## config.mk

```make
export PLATFORM = sky130hd
export DESIGN_NAME = rrag
export DESIGN_NICKNAME = d
export VERILOG_FILES = /design/src/rrag_pkg.sv /design/src/rrag_stage_if.sv /design/src/gpr_file.sv /design/src/seg_file.sv /design/src/reg_read.sv /design/src/addr_gen.sv /design/src/rrag.sv
export VERILOG_INCLUDE_DIRS = /design/src /design/src/include
export SDC_FILE = /design/constraint.sdc
export NUM_CORES = 1
export LEC_CHECK = 0
export BUFFER_PORTS_ARGS = -buffer_cell sky130_fd_sc_hd__buf_2
export CELL_PAD_IN_SITES_DETAIL_PLACEMENT = 2
export CELL_PAD_IN_SITES_GLOBAL_PLACEMENT = 2
export CORE_MARGIN = 3
export CORE_UTILIZATION = 25
export DETAILED_ROUTE_END_ITERATION = 10
export PLACE_DENSITY_LB_ADDON = 0.1
export SETUP_SLACK_MARGIN = 0.5
export SLEW_MARGIN = 10
export SYNTH_ARGS = -nofsm -noshare
export SYNTH_HDL_FRONTEND = slang
export SYNTH_SLANG_ARGS = --single-unit
```

## constraint.sdc

```tcl
create_clock -name clk -period 6.8 [get_ports clk]
set_input_delay 0 -clock clk [delete_from_list [all_inputs] [get_ports clk]]
set_output_delay 0 -clock clk [all_outputs]
set_load 0.1 [all_outputs]
```

## src/include/rrag_config.svh

```systemverilog
`ifndef RRAG_CONFIG_SVH
`define RRAG_CONFIG_SVH

`define RRAG_NUM_GPR 8  // eax through edi
`define RRAG_NUM_SEG 8
`define RRAG_REG_AW  3
`define RRAG_DATA_W  32
`define RRAG_SEG_W   16  // selector lands in the upper half of the linear base

`endif

```

## src/rrag_pkg.sv

```systemverilog
`include "rrag_config.svh"

package rrag_pkg;

    typedef logic [`RRAG_REG_AW-1:0] reg_addr_t;
    typedef logic [`RRAG_DATA_W-1:0] word_t;
    typedef logic [`RRAG_SEG_W-1:0]  sel_t;

    // byte count of an operand is 1 << code
    typedef enum logic [1:0] {
        SIZE_BYTE  = 2'd0,
        SIZE_WORD  = 2'd1,
        SIZE_DWORD = 2'd2,
        SIZE_QWORD = 2'd3
    } opsize_t;

    typedef logic [1:0] scale_t;  // index is shifted left by this amount

    typedef enum logic {
        ADDR_16 = 1'b0,
        ADDR_32 = 1'b1
    } addr_mode_t;

    // offset from the start address to the operand's last byte
    function automatic word_t last_byte_offset(opsize_t size);
        word_t one;
        one = word_t'(1);
        return (one << size) - one;
    endfunction

endpackage

```

## src/rrag_stage_if.sv

```systemverilog
`timescale 1ns/10ps

interface rrag_stage_if import rrag_pkg::*; ();

    logic       valid;      // one cycle per instruction
    word_t      base_val;   // already zero when the base is unused
    word_t      index_val;  // already zero when the index is unused
    sel_t       seg_val;
    scale_t     scale;
    word_t      disp;
    opsize_t    opsize;
    addr_mode_t addr_mode;

    modport src (
        output valid,
        output base_val,
        output index_val,
        output seg_val,
        output scale,
        output disp,
        output opsize,
        output addr_mode
    );

    modport dst (
        input valid,
        input base_val,
        input index_val,
        input seg_val,
        input scale,
        input disp,
        input opsize,
        input addr_mode
    );

endinterface

```

## src/gpr_file.sv

```systemverilog
`timescale 1ns/10ps
`include "rrag_config.svh"

module gpr_file import rrag_pkg::*; (
    input  logic      clk,
    input  logic      rst_n,
    input  reg_addr_t rd_addr_a,
    input  reg_addr_t rd_addr_b,
    output word_t     rd_data_a,
    output word_t     rd_data_b,
    output logic      rd_pend_a,
    output logic      rd_pend_b,
    input  logic      wb_en,
    input  reg_addr_t wb_addr,
    input  word_t     wb_data,
    input  logic      set_en,
    input  reg_addr_t set_addr
);

    word_t                    regs [`RRAG_NUM_GPR];
    logic [`RRAG_NUM_GPR-1:0] pend;  // result still in flight for this register

    always_ff @(posedge clk) begin
        if (!rst_n) begin
            for (int i = 0; i < `RRAG_NUM_GPR; i++) begin
                regs[i] <= '0;
            end
        end else if (wb_en) begin
            regs[wb_addr] <= wb_data;
        end
    end

    // the set comes last so a new producer overrides a retiring one
    always_ff @(posedge clk) begin
        if (!rst_n) begin
            pend <= '0;
        end else begin
            if (wb_en) begin
                pend[wb_addr] <= 1'b0;
            end
            if (set_en) begin
                pend[set_addr] <= 1'b1;
            end
        end
    end

    // a same-cycle read still sees pending because the write port has no bypass
    always_comb begin
        rd_data_a = regs[rd_addr_a];
        rd_data_b = regs[rd_addr_b];
        rd_pend_a = pend[rd_addr_a];
        rd_pend_b = pend[rd_addr_b];
    end

endmodule

```

## src/seg_file.sv

```systemverilog
`timescale 1ns/10ps
`include "rrag_config.svh"

module seg_file import rrag_pkg::*; (
    input  logic      clk,
    input  logic      rst_n,
    input  reg_addr_t rd_addr,
    output sel_t      rd_sel,
    input  logic      wb_en,
    input  reg_addr_t wb_addr,
    input  sel_t      wb_data
);

    sel_t sels [`RRAG_NUM_SEG];  // es, cs, ss, ds, fs, gs and two spare slots

    always_ff @(posedge clk) begin
        if (!rst_n) begin
            for (int i = 0; i < `RRAG_NUM_SEG; i++) begin
                sels[i] <= '0;
            end
        end else if (wb_en) begin
            sels[wb_addr] <= wb_data;
        end
    end

    assign rd_sel = sels[rd_addr];  // segments carry no pending state

endmodule

```

## src/reg_read.sv

```systemverilog
`timescale 1ns/10ps

module reg_read import rrag_pkg::*; (
    input  logic       clk,
    input  logic       rst_n,
    input  logic       valid_in,
    input  logic       use_base,
    input  logic       use_index,
    input  logic       dest_valid,
    input  reg_addr_t  base_addr,
    input  reg_addr_t  index_addr,
    input  reg_addr_t  seg_addr,
    input  reg_addr_t  dest_addr,
    input  scale_t     scale,
    input  word_t      disp,
    input  opsize_t    opsize,
    input  addr_mode_t addr_mode,
    output logic       stall,
    output reg_addr_t  gpr_rd_addr_a,
    output reg_addr_t  gpr_rd_addr_b,
    input  word_t      gpr_rd_data_a,
    input  word_t      gpr_rd_data_b,
    input  logic       gpr_rd_pend_a,
    input  logic       gpr_rd_pend_b,
    output reg_addr_t  seg_rd_addr,
    input  sel_t       seg_rd_sel,
    output logic       set_en,
    output reg_addr_t  set_addr,
    rrag_stage_if.src  out
);

    logic accept;

    assign gpr_rd_addr_a = base_addr;  // port a serves the base
    assign gpr_rd_addr_b = index_addr;
    assign seg_rd_addr   = seg_addr;

    // an unused source never holds the instruction back
    assign stall  = valid_in & ((use_base & gpr_rd_pend_a) | (use_index & gpr_rd_pend_b));
    assign accept = valid_in & ~stall;

    assign set_en   = accept & dest_valid;  // file marks the destination on the accept edge
    assign set_addr = dest_addr;

    always_ff @(posedge clk) begin
        if (!rst_n) begin
            out.valid <= 1'b0;
        end else begin
            out.valid <= accept;
        end
    end

    always_ff @(posedge clk) begin
        if (accept) begin
            out.base_val  <= use_base ? gpr_rd_data_a : '0;
            out.index_val <= use_index ? gpr_rd_data_b : '0;
            out.seg_val   <= seg_rd_sel;
            out.scale     <= scale;
            out.disp      <= disp;
            out.opsize    <= opsize;
            out.addr_mode <= addr_mode;
        end
    end

endmodule

```

## src/addr_gen.sv

```systemverilog
`timescale 1ns/10ps
`include "rrag_config.svh"

module addr_gen import rrag_pkg::*; (
    input  logic      clk,
    input  logic      rst_n,
    rrag_stage_if.dst in,
    output logic      valid_out,
    output word_t     mem_addr,
    output word_t     mem_addr_end
);

    localparam int LOW_W = `RRAG_DATA_W - `RRAG_SEG_W;

    word_t sum_off;
    word_t offset;
    word_t seg_base;
    word_t start_c;
    word_t end_c;

    always_comb begin
        sum_off = in.base_val + (in.index_val << in.scale) + in.disp;
        // 16-bit addressing wraps the effective address inside the segment
        if (in.addr_mode == ADDR_16) begin
            offset = {{`RRAG_SEG_W{1'b0}}, sum_off[LOW_W-1:0]};
        end else begin
            offset = sum_off;
        end
        seg_base = {in.seg_val, {LOW_W{1'b0}}};  // selector times 65536
        start_c  = seg_base + offset;
        end_c    = start_c + last_byte_offset(in.opsize);  // may wrap past the top
    end

    always_ff @(posedge clk) begin
        if (!rst_n) begin
            valid_out <= 1'b0;
        end else begin
            valid_out <= in.valid;
        end
    end

    always_ff @(posedge clk) begin
        if (in.valid) begin
            mem_addr     <= start_c;
            mem_addr_end <= end_c;
        end
    end

endmodule

```

## src/rrag.sv

```systemverilog
`timescale 1ns/10ps

module rrag import rrag_pkg::*; (
    input  logic       clk,
    input  logic       rst_n,
    input  logic       valid_in,
    input  logic       use_base,
    input  logic       use_index,
    input  logic       dest_valid,
    input  reg_addr_t  base_addr,
    input  reg_addr_t  index_addr,
    input  reg_addr_t  seg_addr,
    input  reg_addr_t  dest_addr,
    input  scale_t     scale,
    input  word_t      disp,
    input  opsize_t    opsize,
    input  addr_mode_t addr_mode,
    input  logic       wb_en,
    input  reg_addr_t  wb_addr,
    input  word_t      wb_data,
    input  logic       seg_wb_en,
    input  reg_addr_t  seg_wb_addr,
    input  sel_t       seg_wb_data,
    output logic       stall,
    output logic       valid_out,
    output word_t      mem_addr,
    output word_t      mem_addr_end
);

    reg_addr_t rd_addr_a, rd_addr_b, seg_rd_addr, set_addr;
    word_t     rd_data_a, rd_data_b;
    logic      rd_pend_a, rd_pend_b, set_en;
    sel_t      seg_rd_sel;

    rrag_stage_if stage ();

    gpr_file u_gpr (
        .clk(clk), .rst_n(rst_n),
        .rd_addr_a(rd_addr_a), .rd_addr_b(rd_addr_b),
        .rd_data_a(rd_data_a), .rd_data_b(rd_data_b),
        .rd_pend_a(rd_pend_a), .rd_pend_b(rd_pend_b),
        .wb_en(wb_en), .wb_addr(wb_addr), .wb_data(wb_data),
        .set_en(set_en), .set_addr(set_addr)
    );

    seg_file u_seg (
        .clk(clk), .rst_n(rst_n),
        .rd_addr(seg_rd_addr), .rd_sel(seg_rd_sel),
        .wb_en(seg_wb_en), .wb_addr(seg_wb_addr), .wb_data(seg_wb_data)
    );

    reg_read u_read (
        .clk(clk), .rst_n(rst_n), .valid_in(valid_in),
        .use_base(use_base), .use_index(use_index), .dest_valid(dest_valid),
        .base_addr(base_addr), .index_addr(index_addr),
        .seg_addr(seg_addr), .dest_addr(dest_addr),
        .scale(scale), .disp(disp), .opsize(opsize), .addr_mode(addr_mode),
        .stall(stall),
        .gpr_rd_addr_a(rd_addr_a), .gpr_rd_addr_b(rd_addr_b),
        .gpr_rd_data_a(rd_data_a), .gpr_rd_data_b(rd_data_b),
        .gpr_rd_pend_a(rd_pend_a), .gpr_rd_pend_b(rd_pend_b),
        .seg_rd_addr(seg_rd_addr), .seg_rd_sel(seg_rd_sel),
        .set_en(set_en), .set_addr(set_addr),
        .out(stage.src)
    );

    addr_gen u_agen (
        .clk(clk), .rst_n(rst_n), .in(stage.dst),
        .valid_out(valid_out), .mem_addr(mem_addr), .mem_addr_end(mem_addr_end)
    );

endmodule

```

=== Word level (Yosys, flattened, before mapping) ===
Memory sizes are Yosys's and may differ from the RTL's. A register that Yosys moved wholly into a read port is not among the register bits.
Cells that the tools add are included.

* Add/subtract/negate cells: 5
* $lt $le $gt $ge: 6
* Shift operators: 2
* Mux-type cells: 25
* Bitwise gates (word level): 10
* Reduce and logical (&&, ||, !) cells: 6

{| class="wikitable"
|+ Operators by type and width
! kind !! number
|-
| 32-bit adder || 4
|-
| 32-bit two-way mux || 2
|-
| 32-bit OR reduction || 1
|-
| 1-bit by 2-bit left shift with 32-bit output (first input constant) || 1
|-
| 32-bit by 2-bit left shift with 32-bit output || 1
|-
| 32-bit by 1-bit subtractor with 32-bit output (second input constant) || 1
|-
| 8-bit two-way mux || 3
|-
| 3-bit by 4-bit < comparator with 1-bit output (second input constant) || 4
|-
| 16-bit two-way mux || 1
|-
| 16-bit OR reduction || 1
|-
| 1-bit two-way mux || 13
|-
| 8-bit AND || 1
|-
| 8-bit inverter || 1
|-
| 8-bit bitwise OR || 1
|-
| 1-bit binary-select mux with 3-bit select || 2
|-
| 1-bit demux with 3-bit select || 2
|-
| 3-bit by 1-bit greater-or-equal comparator with 1-bit output (second input constant) || 2
|-
| 3-bit two-way mux || 2
|-
| 1-bit AND || 5
|-
| 1-bit logical AND || 2
|-
| 1-bit logical NOT || 2
|-
| 1-bit inverter || 1
|-
| 1-bit bitwise OR || 1
|}

* Flip-flop bits (word level): 111
* Bits in writable memories: 384
* Input port bits: 111
* Output and inout port bits: 66
* Logic and storage cells: 65
* Memories kept: 2

{| class="wikitable"
|+ Memory list
! name !! depth !! width !! rd ports !! clocked after Yosys merged registers in !! write ports !! RTL line !! RTL
|-
| u_gpr.regs || 8 || 32 || 2 || 2 || 8 || gpr_file.sv:20 || <nowiki>word_t regs [`RRAG_NUM_GPR];</nowiki>
|-
| u_seg.sels || 8 || 16 || 1 || 1 || 8 || seg_file.sv:14 || <nowiki>sel_t sels [`RRAG_NUM_SEG];</nowiki>
|}

=== Depth between registers and ports, before layout ===
Gate-level depths: netlist of run 1.

* Depth after elaboration: 10
* Depth in mapped cells: 34
* Mapped depth without buffers: 32

=== Hierarchy ===
From an unflattened synthesis of run 1, not the netlist that was laid out.

* Cells, all modules: 2150
* Area total of the unflattened synthesis: 31308.8 µm²

{| class="wikitable"
|+ Modules (own cells, without submodules)
! module !! instances !! cells an instance !! area an instance (µm²) !! sequential area each (µm²)
|-
| gpr_file || 1 || 824 || 13800.7 || 7847.5
|-
| addr_gen || 1 || 748 || 7608.5 || 1941.9
|-
| seg_file || 1 || 373 || 5804.3 || 3843.7
|-
| reg_read || 1 || 205 || 4095.2 || 3533.4
|}

=== Least setup slack after synthesis of run 1 ===
OpenSTA, ideal clock, no wires.

* Path type: register -> register
* Start: reg u_read.out.scale[0]
* End: reg u_agen.mem_addr_end[31] (data pin)
* Library setup time: 0.262 ns
* Data arrival time: 7.210 ns
* Data required time: 6.538 ns
* Path slack: -0.672 ns
* Cell stages (with the launch flop): 29
* Path buffers: 2
* Period minus slack after synthesis: 7.472 ns
* Cell sequence: edfxtp_1 clkbuf_1 buf_1 mux4_2 fa_1 ha_1 or4_1 o21ai_1 nor2_1 a311o_1 a21o_1 a21oi_1 xnor2_1 and2_1 ha_1 fa_1 a21oi_2 o21bai_1 xnor2_2 ha_1 o21a_1 nor2b_1 a21o_1 o211ai_1 a211oi_2 a2111oi_4 a211oi_2 xnor2_1 xnor2_1

* Cells in the longest elaborated chain, start to end: 6

{| class="wikitable"
|+ Ends and longest elaborated chain
! element !! RTL line !! RTL
|-
| start: declaration || rrag_stage_if.sv:19 || <nowiki>output scale,</nowiki>
|-
| 32-bit by 2-bit left shift with 32-bit output || addr_gen.sv:22 || <nowiki>sum_off = in.base_val + (in.index_val << in.scale) + in.disp;</nowiki>
|-
| 32-bit adder (2 in a row) || addr_gen.sv:22 ||
|-
| 32-bit two-way mux || addr_gen.sv:24 || <nowiki>if (in.addr_mode == ADDR_16) begin</nowiki>
|-
| 32-bit adder || addr_gen.sv:30 || <nowiki>start_c = seg_base + offset;</nowiki>
|-
| 32-bit adder || addr_gen.sv:31 || <nowiki>end_c = start_c + last_byte_offset(in.opsize);</nowiki>
|-
| named net u_agen.end_c[31] || addr_gen.sv:19 || <nowiki>word_t end_c;</nowiki>
|-
| end signal: assignment || addr_gen.sv:45 || <nowiki>mem_addr_end <= end_c;</nowiki>
|-
| end: declaration || addr_gen.sv:10 || <nowiki>output word_t mem_addr_end</nowiki>
|}

The timed path passes the listed nets, and every way through them passes these cells.
A chain may end at the register's enable or synchronous reset.

=== Final worst setup path of run 1 ===
Same ends and word-level chain as after synthesis.

==> metrics.csv, run 1 <==
stage,metric,value,unit
clock_network,CTS tree,built,
power,Pwr per Cell Area,430,nW/µm²
drt,total wire length,102000,µm
power,Leakage,14.0,nW
clock_network,Clock Latency Late Sink,0.64,ns
power,worst vdd rail ir drop,0.354,mV
timing,crit share post-route,97.7,%
die,die area,128000,µm²
finish,layout cell share with drive strength beyond 1,30.0,%
drt,DRT antenna net count,0,
synth,Synth Flop Type,edfxtp_1,
clock_network,worst-case clock buffer depth,3,
grt,gr usage total,16.0,%
power,sequential power share,28.6,%
power,P_sw,6.41,mW
drt,1st-iter DRT viols,1032,
drt,DR WL/cell,24.5,µm
setup_path,arrival time at the worst endpoint,7.01,ns
synth,asr flop ratio synth,0,%
finish,Fillers,12581,
die,Die X,357,µm
power,Gate power share,48.2,%
synth,number of synthesized register bits,575,
timing,Final Max Slew Viols,0,
placed_design,routability cong.,0.727,
synth,Synth Instances,2097,
setup_path,Startpoint Class,flop,
die,row count,128,
synth,"top cells by count, synth","edfxtp_1 (565), and2_1 (400), mux4_2 (192)",
power,total power,16.5,mW
flow_run,MaxCap Viol Count,0,
clock_network,TritonCTS Buffers,73,
clock_network,H-tree depth,3,
grt,first-pass GRT wire length,150000,µm
synth,Post-Syn Nets,2317,
timing,unrepaired setup endpoints after global routing,yes,
die,core area,122000,µm²
grt,total grt overflow,0,
synth,"top cells by area, synth","edfxtp_1 (55%), mux4_2 (14%), and2_1 (8.1%), ha_1 (3.0%), fa_1 (2.2%)",
drt,vias per cell,4.57,
power,switching share of total power,38.8,%
hold_path,Hold WC Path Type,in2reg,
die,Starting Density,25.3,%
timing,fmax,150,MHz
clock_network,clock-pin slew on the worst setup and hold paths,0.06,ns
power,clock power share,23.2,%
timing,setup violators final,0,
synth,mapped cell area,30900,µm²
status,status,"complete, no violations",
synth,cell with the most instances after synthesis,edfxtp_1,
clock_network,CTS Sinks,575,
timing,Worst Tran Pin Value,1.17,ns
setup_path,Worst path max stage delay,0.59,ns
setup_path,Worst setup EP type,flop,
grt,largest net degree at the start of global routing,66,
synth,yosys warns,0,
setup_path,Crit path required time,7.16,ns
drt,1st-pass router iterations,5,
finish,nets@finish,2698,
timing,Final min period,6.65,ns
setup_path,CP max FO,7,
timing,clk_skew,0.0212,ns
synth,syn avg cell area,14.7,µm²
placed_design,Placed Cells,3907,
die,Die Y,357,µm
placed_design,hpwl dp,65400,µm
timing,final hold vios,0,
placed_design,port bufs,176,
drt,DRC,0,
synth,area share of the leading cell type in the synthesized netlist,55.0,%
setup_path,CP Class,reg2reg,
finish,Area Overhead vs Synth,24.7,%
drt,via count,19054,
synth,number of synthesized flops with an enable pin,565,
grt,vias in the first global route,21854,
synth,Netlist cell types,82,
finish,Non-Filler Instances,4165,
synth,register area share after synthesis,55.6,%
timing,Worst slew margin,21.9,%
power,Internal Power,10.1,mW
grt,initial antenna violation count,13,
clock_network,CTS root buf,clkbuf_16,
die,num ports,177,
setup_path,CP max stage cell,fa_1,
synth,"area leader, netlist",edfxtp_1,
==> registers in the layout, summed over array words and instances (netlist names), 16 cells and up <==
name,cells
u_gpr.regs,256
u_seg.sels,128
u_agen.mem_addr,32
u_agen.mem_addr_end,32
u_read.out.base_val,32
u_read.out.disp,32
u_read.out.index_val,32
u_read.out.seg_val,16
==> repair_timing <==
action	in CTS	in global routing
pin swaps	35	10
gates resized for setup	70	21
buffers inserted	16	11
hold endpoints to repair	478	0
endpoints found under the setup margin	8	13
hold buffers	94	0
==> final cells by class <==
cell class                 count  area (µm²)  share of cell area [%]
clock buffer                  89        1930                    5.01
timing repair buffer         409        2930                    7.60
clock inverter                41         384                   0.998
inverter                      72         278                   0.722
multi-input combinational   1347       13700                    35.7
sequential                   575       17200                    44.6
tap                         1625        2030                    5.28
antenna                        7        17.5                  0.0455
==> cell families after synthesis <==
group                      Yosys count  synth area share [%]
xor gates and xnor gates            72                  2.29
and+or+nand+nor                    671                  12.8
DFF                                575                  55.6
muxes                              274                  16.7
adders and majority gates          109                  5.25
AOI/OAI and AO/OA                  221                  5.06
buffers and inverters              175                  2.21
==> power groups by stage <==
stage	clock network (mW)	logic, mW	registers [mW]
4_1_cts	3.98	7.82	4.74
2_1_floorplan	0	4.08	5.80
3_3_place_gp	0	7.08	4.79
3_5_place_dp	0	7.18	4.81
6_report	3.84	7.97	4.73
5_1_grt	4.11	8.74	4.77
==> final timing paths <==
path / startpoint / to / slack, ns / cells after the start
min: rst_n / u_agen.valid_out$_SDFF_PN0_ / 0.07 / 2
max reg2reg: u_read.out.scale[0]$_DFFE_PP_ / u_agen.mem_addr_end[31]$_DFFE_PP_ / 0.15 / 29
max: u_read.out.scale[0]$_DFFE_PP_ / u_agen.mem_addr_end[31]$_DFFE_PP_ / 0.15 / 29
min reg2reg: u_gpr.pend[7]$_SDFF_PN0_ / u_gpr.pend[7]$_SDFF_PN0_ / 0.50 / 2
==> worst max-delay path: cells and delay by family (launching register included) <==
kind	cells	cell delay [ns]
multiplexers	1	0.52
buffers and inverters	2	0.27
AO/OA/AOI/OAI	13	2.55
flip-flops	1	0.38
AND/OR/NAND/NOR	4	0.36
adder cells (fa/ha/maj)	5	1.74
XOR/XNOR	4	0.53
==> per-stage QoR <==
stage / TNS (ns) / setup WS [ns] / util [%] / area, µm² / hold WS [ns]
after floorplan: 0 / 0.358 / - / 31100 / 0.0989
after global placement: -0.291 / -0.129 / 28.3 / 34500 / 0.179
after detailed placement: -0.712 / -0.283 / 28.3 / 34500 / 0.182
after CTS: 0 / 0.0931 / 31.3 / 38300 / 0.0200
after global routing: -0.713 / -0.244 / 31.5 / 38500 / 0.0494
final: 0 / 0.153 / 31.5 / 38500 / 0.0721
==> placed cells by master, fill, tap and decap left out, types with 17 or more instances in the layout <==
cell / n
edfxtp_1: 565
and2_1: 395
mux4_2: 192
buf_2: 174
buf_4: 132
dlygate4sd3_1: 94
clkbuf_16: 75
nor2b_1: 73
inv_1: 66
mux2i_1: 65
ha_1: 57
xnor2_1: 45
nand2_1: 44
nor2_1: 43
a21oi_1: 37
fa_1: 30
a21o_1: 28
o21ai_0: 23
nand3_1: 17
==> metal layers <==
metal | global-route usage (%) | part of all wire (%) | up-vias
li1 | - | - | 8704
met1 | 20.2 | 43 | 9952
met2 | 28.6 | 51 | 288
met3 | 2.38 | 3.9 | 108
met4 | 4.05 | 1.9 | 2
met5 | 0 | 0.013 | -
Power figures use the tool's default switching activity.
==> run 2: changes to the inputs <==
- CORE_UTILIZATION: 25 -> 34
- PLACE_DENSITY_LB_ADDON: 0.1 -> 0.08
==> run 2 against run 1 <==
Compared with the run above: the run now ends with setup timing left; design area shrank 0.92%; total power grew 1.4%; clock-buffer cell count shrank 7; largest cell class unchanged; sequential power is essentially flat; first-iteration DRC count shrank 2.3%; highest routed layer unchanged; final cell count shrank 11%; non-clock buffer count grew 3; largest power group unchanged; combinational power grew 2%; global-route usage grew 3.8 points; flip-flop and latch count is the same; sequential share of layout area grew 0.41 points.
==> metrics.csv, run 2 (same netlist as run 1, synthesis figures left out) <==
stage,metric,value,unit,change
die,num ports,177,,unchanged
finish,post-layout util,42.8,%,was 31.5%
clock_network,TritonCTS Buffers,71,,was 73
setup_path,arrival time at the worst endpoint,7.19,ns,was 7.01 ns
power,total power,16.8,mW,was 16.5 mW
timing,setup violators final,1,,was 0
drt,DRT antenna net count,0,,unchanged
timing,Worst slew margin,21.9,%,about the same
setup_path,CP max stage cell,or4_4,,was fa_1
drt,1st-iter DRT viols,1008,,was 1032
setup_path,Critical Path Start,u_read.out.scale[0]$_DFFE_PP_,,unchanged
setup_path,CP Capture Point,u_agen.mem_addr_end[31]$_DFFE_PP_,,unchanged
grt,global routing's busiest layer,met2,,unchanged
finish,final instance area,38100,µm²,was 38500 µm²
clock_network,CTS Sinks,575,,unchanged
setup_path,CP max FO,6,,was 7
drt,via count,19126,,was 19054
grt,M2 GR Usage,35.3,%,was 28.6%
power,Leakage,14.0,nW,about the same
finish,Largest regs,"u_gpr.regs (256), u_seg.sels (128)",,unchanged
die,Die Y,307,µm,was 357 µm
power,Pwr per Cell Area,440,nW/µm²,was 430 nW/µm²
grt,initial antenna violation count,6,,was 13
flow_run,MaxCap Viol Count,0,,unchanged
grt,vias in the first global route,21663,,was 21854
clock_network,clock-pin slew on the worst setup and hold paths,0.06,ns,about the same
grt,largest net degree at the start of global routing,67,,was 66
grt,met3 Resource Use GR,2.29,%,was 2.38%
clock_network,CTS root buf,clkbuf_16,,unchanged
finish,Fillers,8717,,was 12581
die,core area,89200,µm²,was 122000 µm²
finish,max reg flops,256,,unchanged
grt,met1 GRT Util,25.8,%,was 20.2%
setup_path,Crit path required time,7.15,ns,was 7.16 ns
finish,nets@finish,2699,,was 2698
setup_path,critical path's top delay family,compound AO/OA/AOI/OAI gates,,unchanged
status,status,"complete, but fails checks",,"was complete, no violations"
timing,final hold vios,0,,unchanged
drt,vias per cell,5.17,,was 4.57
drt,DR WL/cell,25.3,µm,was 24.5 µm
die,die area,94400,µm²,was 128000 µm²
clock_network,Clock Latency Late Sink,0.64,ns,about the same
clock_network,worst-case clock buffer depth,3,,unchanged
finish,Largest Register,u_gpr.regs,,unchanged
drt,total wire length,93500,µm,was 102000 µm
placed_design,hpwl dp,61400,µm,was 65400 µm
setup_path,Startpoint Class,flop,,unchanged
finish,most frequent cells in the layout,"edfxtp_1 (565), and2_1 (397), mux4_2 (192)",,"was edfxtp_1 (565), and2_1 (395), mux4_2 (192)"
die,Die X,307,µm,was 357 µm
finish,layout cell share with drive strength beyond 1,30.5,%,was 30.0%
timing,crit share post-route,101,%,was 97.7%
timing,clk_skew,0.0382,ns,was 0.0212 ns
status,failing checks,setup timing,,
timing,final worst slack,-0.0402,ns,was 0.153 ns
timing,Worst Tran Pin Value,1.17,ns,about the same
hold_path,Hold WC Path Type,in2reg,,unchanged
timing,fmax,146,MHz,was 150 MHz
finish,Area Overhead vs Synth,23.5,%,was 24.7%
setup_path,Buf/Inv on CP,4,,was 2
placed_design,cell area after placement,33900,µm²,was 34500 µm²
grt,total grt overflow,0,,unchanged
setup_path,R2R cell count,31,,was 29
placed_design,routability cong.,0.773,,was 0.727
timing,Final min period,6.84,ns,was 6.65 ns
timing,Final Max Slew Viols,0,,unchanged
die,row count,109,,was 128
grt,first-pass GRT wire length,140000,µm,was 150000 µm
clock_network,H-tree depth,3,,unchanged
finish,Non-Filler Instances,3703,,was 4165
clock_network,CTS tree,built,,unchanged
setup_path,CP Class,reg2reg,,unchanged
placed_design,post-place setup slack,-0.329,ns,was -0.283 ns
setup_path,Worst path max stage delay,0.55,ns,was 0.59 ns
die,Starting Density,34.6,%,was 25.3%
placed_design,Placed Cells,3434,,was 3907
setup_path,critical path depth in cells,31,,was 29
setup_path,worst reg2reg setup slack,-0.04,ns,was 0.15 ns
setup_path,worst r2r src,u_read.out.scale[0]$_DFFE_PP_,,unchanged
power,worst vdd rail ir drop,0.281,mV,was 0.354 mV
finish,"most common cell after layout, fill and taps aside",edfxtp_1,,unchanged
setup_path,Worst setup EP type,flop,,unchanged
drt,DRC,0,,unchanged
timing,unrepaired setup endpoints after global routing,yes,,unchanged
drt,1st-pass router iterations,5,,unchanged
setup_path,Worst R2R End,u_agen.mem_addr_end[31]$_DFFE_PP_,,unchanged
grt,gr usage total,19.8,%,was 16.0%
placed_design,port bufs,176,,unchanged
-- run 2: changes by cell type in the layout (fill, tap and decap cells not counted), sizes merged --
cell,change
buf,+2
clkinv,+3
clkinvlp,+1
dlygate4sd3,+1
clkbuf,-7
diode,-4
inv,-1
bufinv,+3
-- run 2: power breakdown --
group	internal [mW]	leakage, nW	switching, mW	total, mW
sequential	4.56	5.55	0.162	4.72
combinational	3.39	7.34	4.75	8.15
clock	2.29	1.15	1.62	3.90
-- run 2: timing repair --
action	in CTS	in global routing
gates cloned	1	0
resized for setup	65	52
pin swaps	42	28
hold buffers	95	0
setup endpoints to repair	8	14
hold endpoints to repair	481	0
buffers inserted	22	19
-- run 2: worst min-delay path by stage --
stage | startpoint | end | cells past startpoint
detailed placement | disp[2] | u_read.out.disp[2]$_DFFE_PP_ | 1
floorplan | addr_mode | u_read.out.addr_mode$_DFFE_PP_ | 0
finish | use_base | u_read.out.base_val[18]$_SDFFCE_PN0P_ | 3
CTS | opsize[1] | u_read.out.opsize[1]$_DFFE_PP_ | 2
global route | use_base | u_read.out.base_val[18]$_SDFFCE_PN0P_ | 3
global placement | disp[8] | u_read.out.disp[8]$_DFFE_PP_ | 1
-- run 2: tightest hold or removal path, delay by kind of cell --
kind	cells	cell delay, ns
buffers and inverters	2	0.33
AND/OR/NAND/NOR	1	0.18
-- run 2: per-stage QoR --
stage	hold WS (ns)	setup TNS [ns]
after global routing	0.0532	-1.18
final	0.0561	-0.0402
after detailed placement	0.179	-1.25
after CTS	0.0150	-0.00409
after floorplan	0.0989	0
after global placement	0.178	-0.471
-- run 2: final cells by class --
type	instances	area [µm²]	area share [%]
tap	1165	1460	3.82
clock buffer	82	1820	4.77
sequential	575	17200	45.0
timing repair buffer	412	3010	7.90
antenna	3	7.51	0.0197
multi-input combinational	1347	13800	36.3
clock inverter	47	553	1.45
inverter	72	275	0.722
-- run 2: metal layers --
layer | wire length, µm | vias to the layer above | share of wire (%)
met5 | 27 | - | 0.029
met4 | 2020 | 4 | 2.2
met3 | 2620 | 117 | 2.8
met2 | 47900 | 300 | 51
met1 | 40900 | 10015 | 44
li1 | - | 8690 | -
==> run 3: changes to the inputs <==
- CORE_UTILIZATION: 34 -> 25
- PLACE_DENSITY_LB_ADDON: 0.08 -> 0.3
- SYNTH_HIERARCHICAL: unset -> 1
==> run 3 against run 2 <==
Compared with the run above: the flow now finishes without violations; non-clock buffer count grew 21; sequential power is essentially flat; sequential share of layout area shrank 0.94 points; critical endpoint is now u_agen/mem_addr_end[29]$_DFFE_PP_; largest cell class unchanged.
==> metrics.csv, run 3 <==
stage,metric,value,unit,change
status,status,"complete, no violations",,"was complete, but fails checks"
drt,DRT antenna net count,0,,unchanged
synth,Post-Synth XOR/XNOR Area,2.07,%,was 2.29%
drt,vias per cell,4.73,,was 5.17
synth,area share of the leading cell type in the synthesized netlist,54.2,%,was 55.0%
grt,vias in the first global route,22557,,was 21663
synth,Synth Instances,2150,,was 2097
clock_network,TritonCTS Buffers,71,,unchanged
clock_network,CTS Sinks,575,,unchanged
placed_design,port bufs,176,,unchanged
hold_path,Hold Path Depth,2,,was 3
clock_network,Clock Latency Late Sink,0.64,ns,about the same
power,Pwr per Cell Area,429,nW/µm²,was 440 nW/µm²
placed_design,cell area after placement,34700,µm²,was 33900 µm²
finish,most frequent cells in the layout,"edfxtp_1 (565), and2_1 (327), buf_2 (174)",,"was edfxtp_1 (565), and2_1 (397), mux4_2 (192)"
flow_run,MaxCap Viol Count,0,,unchanged
timing,final worst slack,0.00952,ns,was -0.0402 ns
grt,total grt overflow,0,,unchanged
hold_path,Hold WC Path Type,in2reg,,unchanged
die,num ports,177,,unchanged
die,die area,130000,µm²,was 94400 µm²
synth,number of synthesized register bits,575,,unchanged
placed_design,hpwl dp,64500,µm,was 61400 µm
timing,setup violators final,0,,was 1
drt,DRC,0,,unchanged
grt,initial antenna violation count,24,,was 6
synth,"top cells by count, synth","edfxtp_1 (565), and2_1 (333), mux4_2 (147)",,"was edfxtp_1 (565), and2_1 (400), mux4_2 (192)"
setup_path,Worst R2R End,u_agen/mem_addr_end[29]$_DFFE_PP_,,was u_agen.mem_addr_end[31]$_DFFE_PP_
timing,Final min period,6.79,ns,was 6.84 ns
synth,"area leader, netlist",edfxtp_1,,unchanged
drt,via count,19970,,was 19126
synth,Netlist cell types,82,,unchanged
setup_path,worst reg2reg setup slack,0.01,ns,was -0.04 ns
setup_path,CP max FO,5,,was 6
synth,largest family of logic cells by synthesized area,multiplexers,,unchanged
synth,Post-Syn Nets,2373,,was 2317
die,row count,129,,was 109
synth,cell with the most instances after synthesis,edfxtp_1,,unchanged
drt,DR WL/cell,23.8,µm,was 25.3 µm
setup_path,Startpoint Class,flop,,unchanged
die,Die Y,360,µm,was 307 µm
synth,Simple-Gate Fraction of Synth Area,11.9,%,was 12.8%
synth,"top cells by area, synth","edfxtp_1 (54%), mux4_2 (11%), and2_1 (6.7%), mux4_1 (3.7%), ha_1 (3.1%)",,"was edfxtp_1 (55%), mux4_2 (14%), and2_1 (8.1%), ha_1 (3.0%), fa_1 (2.2%)"
synth,register area share after synthesis,54.8,%,was 55.6%
finish,"most common cell after layout, fill and taps aside",edfxtp_1,,unchanged
die,Die X,360,µm,was 307 µm
timing,Worst Tran Pin Value,1.24,ns,was 1.17 ns
grt,largest net degree at the start of global routing,77,,was 67
hold_path,Hold Path End,u_read/out.disp[5]$_DFFE_PP_,,was u_read.out.base_val[18]$_SDFFCE_PN0P_
clock_network,CTS tree,built,,unchanged
placed_design,post-place setup slack,-0.266,ns,was -0.329 ns
timing,unrepaired setup endpoints after global routing,yes,,unchanged
synth,syn avg cell area,14.6,µm²,was 14.7 µm²
die,Starting Density,25.3,%,was 34.6%
hold_path,Hold Crit Start,disp[5],,was use_base
setup_path,Worst setup EP type,flop,,unchanged
timing,crit share post-route,99.9,%,was 101%
drt,1st-pass router iterations,5,,unchanged
synth,number of synthesized flops with an enable pin,565,,unchanged
drt,total wire length,100000,µm,was 93500 µm
setup_path,arrival time at the worst endpoint,7.15,ns,was 7.19 ns
setup_path,R2R cell count,29,,was 31
setup_path,Worst path max stage delay,0.56,ns,was 0.55 ns
grt,first-pass GRT wire length,149000,µm,was 140000 µm
finish,Largest regs,"u_gpr/regs (256), u_seg/sels (128)",,"was u_gpr.regs (256), u_seg.sels (128)"
setup_path,CP Class,reg2reg,,unchanged
die,core area,124000,µm²,was 89200 µm²
setup_path,CP max stage cell,fa_1,,was or4_4
power,Leakage,14.0,nW,about the same
grt,gr usage total,15.2,%,was 19.8%
finish,Area Overhead vs Synth,24.4,%,was 23.5%
timing,Final Max Slew Viols,0,,unchanged
finish,Largest Register,u_gpr/regs,,was u_gpr.regs
finish,Fillers,12795,,was 8717
finish,final instance area,38900,µm²,was 38100 µm²
finish,nets@finish,2740,,was 2699
timing,clk_skew,0.0357,ns,was 0.0382 ns
timing,final hold vios,0,,unchanged
power,total power,16.7,mW,was 16.8 mW
synth,Synth Area in Adders,5.33,%,was 5.25%
timing,Worst slew margin,17.0,%,was 21.9%
clock_network,CTS root buf,clkbuf_16,,unchanged
timing,fmax,147,MHz,was 146 MHz
synth,post-synthesis mux area share,17.4,%,was 16.7%
setup_path,Crit path required time,7.16,ns,was 7.15 ns
placed_design,routability cong.,0.746,,was 0.773
setup_path,worst r2r src,u_read/out.scale[0]$_DFFE_PP_,,was u_read.out.scale[0]$_DFFE_PP_
power,worst vdd rail ir drop,0.261,mV,was 0.281 mV
synth,asr flop ratio synth,0,%,unchanged
clock_network,H-tree depth,3,,unchanged
synth,yosys warns,6,,was 0
synth,complex-gate fraction of the synthesized area,5.21,%,was 5.06%
clock_network,clock-pin slew on the worst setup and hold paths,0.07,ns,was 0.06 ns
clock_network,worst-case clock buffer depth,3,,unchanged
synth,mapped cell area,31300,µm²,was 30900 µm²
finish,post-layout util,31.4,%,was 42.8%
drt,1st-iter DRT viols,1113,,was 1008
finish,max reg flops,256,,unchanged
finish,layout cell share with drive strength beyond 1,31.9,%,was 30.5%
synth,Synth Flop Type,edfxtp_1,,unchanged
==> run 3: metal layers <==
| layer | share of wire (%) | vias up | GRT usage (%) |
|---|---|---|---|
| met5 | 0.048 | - | 0 |
| met3 | 4.6 | 112 | 2.88 |
| met4 | 1.9 | 8 | 3.55 |
| met1 | 44 | 10477 | 19.7 |
| met2 | 49 | 378 | 26.2 |
| li1 | - | 8995 | - |
==> run 3: kinds of logic (layout without fill, tap and decap cells) <==
kind of cell,after synthesis,in the layout
adder cells (fa/ha/maj),113,113
AND/OR/NAND/NOR,650,650
AO/OA/AOI/OAI,239,239
buffers and inverters,221,644
flip-flops,575,575
multiplexers,279,279
XOR/XNOR,73,73
other,0,10
==> run 3: area by class of cell <==
cell class | count | area, µm² | share of cell area [%]
flip-flops and latches | 575 | 17200 | 44.1
diodes | 10 | 25.0 | 0.0643
well taps | 1637 | 2050 | 5.26
inverters | 82 | 308 | 0.790
clock inverters | 36 | 320 | 0.823
clock buffers | 93 | 1920 | 4.94
multi-input cells | 1354 | 14000 | 35.9
repair buffers | 433 | 3150 | 8.10
==> run 3: worst max path at each step <==
stage	to	start	cells past startpoint	slack [ns]
final	u_agen/mem_addr_end[29]$_DFFE_PP_	u_read/out.scale[0]$_DFFE_PP_	29	0.01
after global routing	u_agen/mem_addr_end[31]$_DFFE_PP_	u_read/out.scale[0]$_DFFE_PP_	31	-0.35
after CTS	u_agen/mem_addr_end[31]$_DFFE_PP_	u_read/out.scale[0]$_DFFE_PP_	29	0.01
after detailed placement	u_agen/mem_addr_end[30]$_DFFE_PP_	u_read/out.scale[0]$_DFFE_PP_	29	-0.27
after global placement	u_agen/mem_addr_end[30]$_DFFE_PP_	u_read/out.scale[0]$_DFFE_PP_	30	-0.03
after floorplan	u_agen/mem_addr_end[29]$_DFFE_PP_	u_read/out.scale[0]$_DFFE_PP_	31	0.30
==> run 3: worst max-delay path, delay by kind of cell (launching register included) <==
family,cells,cell delay [ns]
compound gates,15,2.77
fa+ha+maj,6,1.88
mux,1,0.51
flops,1,0.44
xor+xnor,3,0.36
simple gates,2,0.29
buf+inv,2,0.24
==> run 3: per-stage QoR <==
step	setup TNS (ns)	hold slack, ns	cells
after floorplan	0	0.0989	2150
after global placement	-0.0387	0.180	3947
after detailed placement	-0.821	0.179	3947
after CTS	0	0.0310	4192
after global routing	-0.938	0.0460	4211
final	0	0.0835	4220
==> run 3: power by group <==
part           switching, mW  internal [mW]  leakage, nW  total, mW
clock                   1.56           2.12         1.09       3.68
sequential             0.186           4.56         5.55       4.75
combinational           4.77           3.48         7.32       8.25
total                   6.52           10.2         14.0       16.7
==> run 3: what timing repair did <==
| item | 4_1_cts | 5_1_grt |
|---|---|---|
| gates cloned | 1 | 0 |
| hold buffers | 96 | 0 |
| endpoints found under the setup margin | 10 | 11 |
| setup buffers | 19 | 18 |
| resized for setup | 68 | 72 |
| endpoints found under the hold margin | 431 | 0 |
| pin swaps | 32 | 53 |
